### src/rtl/cp15Pkg.sv
package cp15Pkg;

  // ********************
  // Widths
  // ********************

  localparam int DataWidth    = 32;
  localparam int NumRegs      = 16;
  localparam int AddrWidth    = 4;
  localparam int Opcode2Width = 3;
  localparam int CrmWidth     = 4;

  // ********************
  // Register map
  // ********************

  localparam logic [AddrWidth-1:0] RegId       = 4'd0;
  localparam logic [AddrWidth-1:0] RegControl  = 4'd1;
  localparam logic [AddrWidth-1:0] RegCacheOps = 4'd7;
  localparam logic [AddrWidth-1:0] RegTlbOps   = 4'd8;

  // Fixed contents of register 0
  localparam logic [DataWidth-1:0] IdValue = 32'h4107_A921;

  // ********************
  // Maintenance operations
  // ********************

  // Register 7 operations, valid for opcode2 000 and 001
  //   crm 0111  flush I and D
  //   crm 0101  flush I
  //   crm 0110  flush D
  //   crm 1011  clean I and D
  //   crm 1010  clean D
  //   crm 1111  flush and clean everything
  //   crm 1110  flush and clean D
  typedef enum logic [2:0] {
    cacheNone     = 3'd0,
    flushBoth     = 3'd1,
    flushIOnly    = 3'd2,
    flushDOnly    = 3'd3,
    cleanBoth     = 3'd4,
    cleanDOnly    = 3'd5,
    flushCleanAll = 3'd6,
    flushCleanD   = 3'd7
  } cacheOpT;

  // Register 8 operations, same opcode2 rule
  //   crm 0111  flush both TLBs
  //   crm 0101  flush instruction TLB
  //   crm 0110  flush data TLB
  typedef enum logic [1:0] {
    tlbNone       = 2'd0,
    tlbFlushBoth  = 2'd1,
    tlbFlushIOnly = 2'd2,
    tlbFlushDOnly = 2'd3
  } tlbOpT;

endpackage

### src/rtl/cp15Bus.sv
`timescale 1ns/1ps

// Granted access, one cycle wide, from the arbiter to the register
// bank and the maintenance decoder
interface cp15Bus;

  logic                              writeEn;
  logic                              readEn;
  logic [cp15Pkg::AddrWidth-1:0]     addr;
  logic [cp15Pkg::DataWidth-1:0]     writeData;
  logic [cp15Pkg::Opcode2Width-1:0]  opcode2;
  logic [cp15Pkg::CrmWidth-1:0]      crm;

  modport arbiter (
    output writeEn,
    output readEn,
    output addr,
    output writeData,
    output opcode2,
    output crm
  );

  modport regFile (
    input writeEn,
    input readEn,
    input addr,
    input writeData
  );

  modport maint (
    input writeEn,
    input addr,
    input opcode2,
    input crm
  );

endinterface

### src/rtl/cp15Arbiter.sv
`timescale 1ns/1ps

// CPU (MCR/MRC) and MMU request merge
// Enable without writeEn is a read
module cp15Arbiter (
  input  logic                              cpuWriteEn,
  input  logic                              cpuEn,
  input  logic                              mmuWriteEn,
  input  logic                              mmuEn,
  input  logic [cp15Pkg::AddrWidth-1:0]     addr,
  input  logic [cp15Pkg::DataWidth-1:0]     cpuWriteData,
  input  logic [cp15Pkg::DataWidth-1:0]     mmuWriteData,
  input  logic [cp15Pkg::Opcode2Width-1:0]  opcode2,
  input  logic [cp15Pkg::CrmWidth-1:0]      crm,
  output logic                              stallCp,
  cp15Bus.arbiter                           bus
);

  logic cpuWrite;
  logic cpuRead;
  logic mmuWrite;
  logic mmuRead;
  logic conflict;
  logic cpuWriteGrant;
  logic cpuReadGrant;

  // ********************
  // Request classification
  // ********************

  assign cpuWrite = cpuWriteEn;
  assign cpuRead  = cpuEn & ~cpuWriteEn;
  assign mmuWrite = mmuWriteEn;
  assign mmuRead  = mmuEn & ~mmuWriteEn;

  // Two writes or two reads in the same cycle
  assign conflict = (cpuWrite & mmuWrite) | (cpuRead & mmuRead);
  assign stallCp  = conflict;

  // ********************
  // Grants
  // ********************

  // MMU always wins, CPU retries after the stall
  assign cpuWriteGrant = cpuWrite & ~conflict;
  assign cpuReadGrant  = cpuRead & ~conflict;

  assign bus.writeEn = mmuWrite | cpuWriteGrant;
  assign bus.readEn  = mmuRead | cpuReadGrant;

  // Write data follows the owner of the granted write
  always_comb begin
    if (mmuWrite) begin
      bus.writeData = mmuWriteData;
    end else begin
      bus.writeData = cpuWriteData;
    end
  end

  // Single shared address and maintenance fields
  assign bus.addr    = addr;
  assign bus.opcode2 = opcode2;
  assign bus.crm     = crm;

endmodule

### src/rtl/cp15RegFile.sv
`timescale 1ns/1ps

// CP15 register bank
module cp15RegFile (
  input  logic                          clk,
  input  logic                          reset,
  cp15Bus.regFile                       bus,
  output logic [cp15Pkg::DataWidth-1:0] readData,
  output logic [cp15Pkg::DataWidth-1:0] control
);

  // Register 0 has no storage
  logic [cp15Pkg::DataWidth-1:0] regs    [1:cp15Pkg::NumRegs-1];
  logic [cp15Pkg::DataWidth-1:0] regView [0:cp15Pkg::NumRegs-1];

  // ********************
  // Write port
  // ********************

  always_ff @(posedge clk) begin
    if (reset) begin
      for (int i = 1; i < cp15Pkg::NumRegs; i++) begin
        regs[i] <= '0;
      end
    end else if (bus.writeEn) begin
      // Writes to the ID register fall through the loop
      for (int i = 1; i < cp15Pkg::NumRegs; i++) begin
        if (bus.addr == cp15Pkg::AddrWidth'(i)) begin
          regs[i] <= bus.writeData;
        end
      end
    end
  end

  // ********************
  // Read port
  // ********************

  always_comb begin
    for (int i = 0; i < cp15Pkg::NumRegs; i++) begin
      if (i == int'(cp15Pkg::RegId)) begin
        regView[i] = cp15Pkg::IdValue;
      end else begin
        regView[i] = regs[i];
      end
    end
  end

  // Zero when no read is granted
  always_comb begin
    if (bus.readEn) begin
      readData = regView[bus.addr];
    end else begin
      readData = '0;
    end
  end

  // Control register is always visible
  assign control = regs[cp15Pkg::RegControl];

endmodule

### src/rtl/cp15MaintDecode.sv
`timescale 1ns/1ps

// Register 7 and 8 writes to cache and TLB maintenance strobes
module cp15MaintDecode (
  input  logic  clk,
  input  logic  reset,
  cp15Bus.maint bus,
  output logic  flushI,
  output logic  flushD,
  output logic  cleanI,
  output logic  cleanD,
  output logic  tlbFlushI,
  output logic  tlbFlushD
);

  logic             opcode2Ok;
  cp15Pkg::cacheOpT cacheOpNext;
  cp15Pkg::cacheOpT cacheOpQ;
  cp15Pkg::tlbOpT   tlbOpNext;
  cp15Pkg::tlbOpT   tlbOpQ;

  // ********************
  // Operation decode
  // ********************

  // Only opcode2 000 and 001 carry an operation
  assign opcode2Ok = (bus.opcode2 == 3'b000) || (bus.opcode2 == 3'b001);

  always_comb begin
    cacheOpNext = cp15Pkg::cacheNone;
    if (bus.writeEn && opcode2Ok && bus.addr == cp15Pkg::RegCacheOps) begin
      case (bus.crm)
        4'b0111: cacheOpNext = cp15Pkg::flushBoth;
        4'b0101: cacheOpNext = cp15Pkg::flushIOnly;
        4'b0110: cacheOpNext = cp15Pkg::flushDOnly;
        4'b1011: cacheOpNext = cp15Pkg::cleanBoth;
        4'b1010: cacheOpNext = cp15Pkg::cleanDOnly;
        4'b1111: cacheOpNext = cp15Pkg::flushCleanAll;
        4'b1110: cacheOpNext = cp15Pkg::flushCleanD;
        default: cacheOpNext = cp15Pkg::cacheNone;
      endcase
    end
  end

  always_comb begin
    tlbOpNext = cp15Pkg::tlbNone;
    if (bus.writeEn && opcode2Ok && bus.addr == cp15Pkg::RegTlbOps) begin
      case (bus.crm)
        4'b0111: tlbOpNext = cp15Pkg::tlbFlushBoth;
        4'b0101: tlbOpNext = cp15Pkg::tlbFlushIOnly;
        4'b0110: tlbOpNext = cp15Pkg::tlbFlushDOnly;
        default: tlbOpNext = cp15Pkg::tlbNone;
      endcase
    end
  end

  // ********************
  // Pipeline stage
  // ********************

  // One operation per cycle, strobes appear the cycle after the write
  always_ff @(posedge clk) begin
    if (reset) begin
      cacheOpQ <= cp15Pkg::cacheNone;
      tlbOpQ   <= cp15Pkg::tlbNone;
    end else begin
      cacheOpQ <= cacheOpNext;
      tlbOpQ   <= tlbOpNext;
    end
  end

  // ********************
  // Strobes
  // ********************

  always_comb begin
    case (cacheOpQ)
      cp15Pkg::flushBoth:     {flushI, flushD, cleanI, cleanD} = 4'b1100;
      cp15Pkg::flushIOnly:    {flushI, flushD, cleanI, cleanD} = 4'b1000;
      cp15Pkg::flushDOnly:    {flushI, flushD, cleanI, cleanD} = 4'b0100;
      cp15Pkg::cleanBoth:     {flushI, flushD, cleanI, cleanD} = 4'b0011;
      cp15Pkg::cleanDOnly:    {flushI, flushD, cleanI, cleanD} = 4'b0001;
      cp15Pkg::flushCleanAll: {flushI, flushD, cleanI, cleanD} = 4'b1111;
      cp15Pkg::flushCleanD:   {flushI, flushD, cleanI, cleanD} = 4'b0101;
      default:                {flushI, flushD, cleanI, cleanD} = 4'b0000;
    endcase
  end

  always_comb begin
    case (tlbOpQ)
      cp15Pkg::tlbFlushBoth:  {tlbFlushI, tlbFlushD} = 2'b11;
      cp15Pkg::tlbFlushIOnly: {tlbFlushI, tlbFlushD} = 2'b10;
      cp15Pkg::tlbFlushDOnly: {tlbFlushI, tlbFlushD} = 2'b01;
      default:                {tlbFlushI, tlbFlushD} = 2'b00;
    endcase
  end

endmodule

### src/rtl/coprocessor15.sv
`timescale 1ns/1ps

// System control coprocessor top level
// CPU uses writeEn for MCR and en alone for MRC
module coprocessor15 (
  input  logic                              clk,
  input  logic                              reset,
  input  logic                              cpuWriteEn,
  input  logic                              cpuEn,
  input  logic                              mmuWriteEn,
  input  logic                              mmuEn,
  input  logic [cp15Pkg::AddrWidth-1:0]     addr,
  input  logic [cp15Pkg::DataWidth-1:0]     cpuWriteData,
  input  logic [cp15Pkg::DataWidth-1:0]     mmuWriteData,
  input  logic [cp15Pkg::Opcode2Width-1:0]  opcode2,
  input  logic [cp15Pkg::CrmWidth-1:0]      crm,
  output logic                              stallCp,
  output logic                              flushI,
  output logic                              flushD,
  output logic                              cleanI,
  output logic                              cleanD,
  output logic                              tlbFlushI,
  output logic                              tlbFlushD,
  output logic [cp15Pkg::DataWidth-1:0]     readData,
  output logic [cp15Pkg::DataWidth-1:0]     control
);

  // ********************
  // Granted access
  // ********************

  cp15Bus grantBus ();

  cp15Arbiter arbiter (
    .cpuWriteEn   (cpuWriteEn),
    .cpuEn        (cpuEn),
    .mmuWriteEn   (mmuWriteEn),
    .mmuEn        (mmuEn),
    .addr         (addr),
    .cpuWriteData (cpuWriteData),
    .mmuWriteData (mmuWriteData),
    .opcode2      (opcode2),
    .crm          (crm),
    .stallCp      (stallCp),
    .bus          (grantBus.arbiter)
  );

  // ********************
  // Registers and strobes
  // ********************

  cp15RegFile regBank (
    .clk      (clk),
    .reset    (reset),
    .bus      (grantBus.regFile),
    .readData (readData),
    .control  (control)
  );

  cp15MaintDecode maintDecode (
    .clk       (clk),
    .reset     (reset),
    .bus       (grantBus.maint),
    .flushI    (flushI),
    .flushD    (flushD),
    .cleanI    (cleanI),
    .cleanD    (cleanD),
    .tlbFlushI (tlbFlushI),
    .tlbFlushD (tlbFlushD)
  );

endmodule

### config.mk
export PLATFORM = sky130hd
export DESIGN_NAME = coprocessor15
export DESIGN_NICKNAME = d
export VERILOG_FILES = /design/src/rtl/cp15Pkg.sv /design/src/rtl/cp15Bus.sv /design/src/rtl/cp15Arbiter.sv /design/src/rtl/cp15RegFile.sv /design/src/rtl/cp15MaintDecode.sv /design/src/rtl/coprocessor15.sv
export SDC_FILE = /design/constraint.sdc
export NUM_CORES = 1
export LEC_CHECK = 0
export BUFFER_PORTS_ARGS = -buffer_cell sky130_fd_sc_hd__buf_2
export CAP_MARGIN = 25
export CORE_ASPECT_RATIO = 1.75
export CORE_MARGIN = 4
export CORE_UTILIZATION = 51
export CTS_BUF_LIST = sky130_fd_sc_hd__clkbuf_16
export DETAILED_ROUTE_END_ITERATION = 16
export PLACE_DENSITY = 0.79
export SLEW_MARGIN = 20
export SYNTH_ARGS = -nofsm -noshare
export SYNTH_HDL_FRONTEND = slang
export SYNTH_SLANG_ARGS = --single-unit
### constraint.sdc
create_clock -name clk -period 6.1 [get_ports clk]
set_input_delay 0.915 -clock clk [delete_from_list [all_inputs] [get_ports clk]]
set_output_delay 0.915 -clock clk [all_outputs]
set_load 0.05 [all_outputs]
# Word level (Yosys, flattened, before mapping)
# Memory sizes are Yosys's and may differ from the RTL's.
# Cells that the tools add are included.
op_classes:
  n_lt_le_gt_ge: 1
  eq_ne: 33
  muxes: 90
  bitwise_logic: 30
  reduce_logical: 13
ops:
  columns: ["cell", "n"]
  rows:
  - ["2-to-1 mux 32 bit", 19]
  - ["binary-select mux 32 bit (select 4 bit)", 1]
  - ["2-to-1 mux 1 bit", 68]
  - ["== test 4 bit (second input constant)", 12]
  - ["== test 4 x 3 -> 1 bit (second input constant)", 7]
  - ["one-hot mux 3 bit (7 select lines)", 1]
  - ["OR 1 bit", 18]
  - ["== test 3 bit (second input constant)", 4]
  - ["OR reduction 2 bit", 5]
  - ["== test 4 x 2 -> 1 bit (second input constant)", 2]
  - ["OR reduction 4 bit", 2]
  - ["AND 1 bit", 6]
  - ["== test 3 x 1 -> 1 bit (second input constant)", 2]
  - ["== test 3 x 2 -> 1 bit (second input constant)", 2]
  - ["one-hot mux 2 bit (3 select lines)", 1]
  - ["greater-or-equal comparator 5 bit (second input constant)", 1]
  - ["NOT 1 bit", 5]
  - ["NOT 4 -> 5 bit", 1]
  - ["== test 2 bit (second input constant)", 2]
  - ["== test 4 x 1 -> 1 bit (second input constant)", 1]
  - ["logical AND 1 bit", 3]
  - ["zero test 3 bit", 1]
  - ["OR reduction 3 bit", 1]
  - ["== test 2 x 1 -> 1 bit (second input constant)", 1]
  - ["logical OR 1 bit", 1]
word_totals:
  register_bits: 5
  ram_bits: 480
  output_inout_bits: 71
  word_cells: 170
  memories: 1
memory_table:
  columns: ["name", "words", "word_bits", "read_ports", "rd_ports_with_merged_regs", "write_ports", "line", "rtl"]
  rows:
  - ["regBank.regs", 15, 32, 15, 0, 15, "cp15RegFile.sv:13", "logic [cp15Pkg::DataWidth-1:0] regs [1:cp15Pkg::NumRegs-1];"]

# Logic depth before layout (Yosys ltp)
logic_depth:
  word_depth: 11
  ltp_mapped: 8
  mapped_depth_nobuf: 4

# By module
# Synthesis repeated with hierarchy kept, for this count alone.
hier_totals:
  hier_cells: 1562
  area_unflattened_um2: 23163.5
by_module_without_submodules:
  columns: ["module", "instances", "cells_each", "area_per_inst_um2", "seq_area_each_um2"]
  rows:
  - ["cp15RegFile", 1, 1476, 22217.6, 14413.8]
  - ["cp15Arbiter", 1, 53, 645.6, 0.0]
  - ["cp15MaintDecode", 1, 33, 300.3, 100.1]

# Least setup slack after synthesis
# OpenSTA, ideal clock, no wires.
synth_path:
  path_type: "input to output"
  from: "in addr[1] (netlist name)"
  to: "out readData[13] (netlist name)"
  arrival_ns: 3.238
  required_time_ns: 5.185
  path_slack_ns: 1.947
  stages: 6
  path_buffers: 3
  path_cell_list: "buf_2 buf_4 buf_2 mux2i_1 and3_1 nor4_1"
synth_between:
  elab_chain_len: 5
synth_lines:
  columns: ["item", "line", "rtl"]
  rows:
  - ["start, declared", "coprocessor15.sv:12", "input logic [cp15Pkg::AddrWidth-1:0] addr,"]
  - ["NOT 4 -> 5 bit (implied by the code)", "cp15RegFile.sv:52", "readData = regView[bus.addr];"]
  - ["binary-select mux 32 bit (select 4 bit)", "cp15RegFile.sv:52", null]
  - ["2-to-1 mux 32 bit (implied by the code) (2 in series)", "cp15RegFile.sv:52", null]
  - ["2-to-1 mux 32 bit", "cp15RegFile.sv:51", "if (bus.readEn) begin"]
  - ["end, declared", "coprocessor15.sv:24", "output logic [cp15Pkg::DataWidth-1:0] readData,"]
# No other way between the ends. The select of a mux whose other input is x is not followed.

# Worst setup path after layout
layout_path:
  from: "in addr[1] (netlist name)"
  to: "out readData[1] (netlist name)"
# Same word-level chain as after synthesis.

==> out/summary.txt <==
Worst Path Arrival: 3480 ps
Rel. slew slack: 31.99%
FFs w/ async S/R, synth: 0%
Fin Setup TNS: 0 ps
max-slew violations: 0
RSZ-0062 raised after global routing: no
die extent in x: 165.3 um
cell leakage power: 0.009252 uW
outcome: completed
largest net degree at the start of global routing: 66
final core occ: 57.12%
final worst-path cycle share: 72.02%
CTS resizes: 0
Sink Count: 485
Routed WL: 55.84 mm
Post-synth EDFFs: 480
DR vias/cell: 6.140
WL/cell: 25.00 um
Cell Chain, Critical Path: buf_6 > nor2b_2 > buf_4 > a22oi_1 > a21oi_1 > o211a_1 > buf_2
Fin. Hold Viols: 0
Final ANT Viol Nets: 0
vias in the first global route: 14060
slowest CP cell: nor2b_2
global-route wire length before repair: 83.17 mm
synth unique cells: 46
Overflow after GRT: 0
Max VDD drop: 187.5 uV
die area: 46850 um^2
CP Class: primary input to output port
Post-route DRC: 0
Reg clk slew, reported paths: 60 ps
DRT Pass-1 Iters: 8
worst min-delay path category: primary input to flip-flop
H-tree depth: 2
PortBufs: 150
TritonCTS Buffers: 42
Mean Syn Cell Area: 14.18 um^2
DP Worst Slack: 1673 ps
PwrDens: 297.5 nW/um^2
area leader, netlist: edfxtp_1
fin nets: 1726
Setup crit start kind: primary input
number of synthesized register bits: 485
Layout area overhead: 10.29%
Ant. Diodes: 0
initial drt markers: 1760
main area contributors after synthesis: edfxtp_1 65%, mux4_2 8.2%, nor2_1 7.5%
I/O Pins: 152
placed inst area: 23030 um^2
main flop type after synthesis: edfxtp_1
synth warn: 0
Setup Fix Bufs, Post-CTS: 0
CTS tree: built
Required @ worst endpoint: 5180 ps
element type at the critical path end: output port
number of max-cap violations: 0
area occupied by multi-input gates: 6571 um^2
final worst setup slack: 1707 ps
Final Wtd Congestion: 0.7961
Final Cell Area: 24370 um^2
Post-CTS Hold Buffers: 0
row cnt: 100
part of the Yosys area used for sequential elements: 65.69%
GRT Util Overall: 23.58%
Post-Syn Instances: 1558
filler instances: 3176
initial core utilization: 51.79%
crit-path max FO: 65
Core ar.: 42670 um^2
CTS max path bufs: 3
share of layout cells above drive strength 1: 27.14%
HPWL Detailed: 33.63 mm
fmax: 227.6 MHz
CTS Root Cell: clkbuf_16
register area: 14510 um^2
measured slew at the worst slew-check pin: 1016 ps
fin crit period: 4393 ps
syn nets: 1641
Synth top area share: 65.23%
Tot Pwr: 7249 uW
initial antenna violation count: 1
Die Ht: 283.4 um
Crit path largest cell delay: 940 ps
total number of vias: 13720
Post-Syn Area: 22100 um^2
Final setup viols: 0
[routing by layer]
layer | track usage [%] | share of wire [%] | vias up
li1 | - | - | 5819
met1 | 28.68 | 33 | 6919
met2 | 41.69 | 53 | 841
met3 | 3.185 | 9.4 | 135
met4 | 10.07 | 3.9 | 2
met5 | 0 | 0.023 | -
[synth_stat cells (6+ instances only)]
cell	count
o211a_1	21
buf_4	38
mux2_2	21
a211o_1	7
inv_1	6
mux2i_1	95
a21oi_1	21
clkbuf_1	33
a21o_1	9
buf_6	17
a22oi_1	22
edfxtp_1	480
nor2_2	60
nor2_1	441
mux4_2	80
nor2b_1	8
buf_2	77
nand2_1	38
a221oi_1	8
o22ai_1	8
[per-stage QoR]
step	std cells	hold WS, ps
floorplan	1558	991.2
global placement	2152	1153
detailed placement	2156	1162
CTS	2230	587.0
global route	2234	615.1
finish	2234	607.6
[path summary, 6_finish.rpt]
check | cells past startpoint | from | endpoint
setup / recovery | 7 | addr[1] | readData[1]
hold / removal | 2 | crm[3] | maintDecode.tlbOpQ[0]
[power breakdown]
group / internal [uW] / switching (uW)
registers: 3870 / 61.2
logic: 283 / 572
clock network: 1280 / 1170
[sequential cells by signal, indices dropped and copies added (netlist names)]
signal and count:
maintDecode.tlbOpQ 2, maintDecode.cacheOpQ 3, regBank.regs 480
[area by class of cell]
type	count	area share, %
Clock buffer	43	4.415
Tap cell	561	2.880
Clock inverter	31	0.6623
Sequential cell	485	59.55
Multi-Input combinational cell	895	26.96
Inverter	6	0.09241
Timing Repair Buffer	213	5.432
[placed cells by master (no fill, tap or decap), types with 21 or more instances in the layout]
master / Yosys / routed
a21oi_1: 21 / 21
a22oi_1: 22 / 21
buf_2: 77 / 150
buf_4: 38 / 56
clkbuf_16: 0 / 43
edfxtp_1: 480 / 480
mux2_2: 21 / 21
mux2i_1: 95 / 93
mux4_2: 80 / 80
nand2_1: 38 / 32
nor2_1: 441 / 440
nor2_2: 60 / 61
o211a_1: 21 / 21
[cell families after synthesis]
logic type	share of synthesized area (%)
buffers and inverters	4.881
AO/OA/AOI/OAI	4.009
adder cells (fa/ha/maj)	0.1132
flip-flops	65.69
multiplexers	14.12
XOR/XNOR	0.07929
AND/OR/NAND/NOR	11.11
[critical path, delay by kind of cell]
family,cells,cell delay [ps]
and+or+nand+nor,1,940
AOI/OAI and AO/OA,3,510
buffers and inverters,3,1070
No activity file was read; power rests on OpenSTA's default activity.
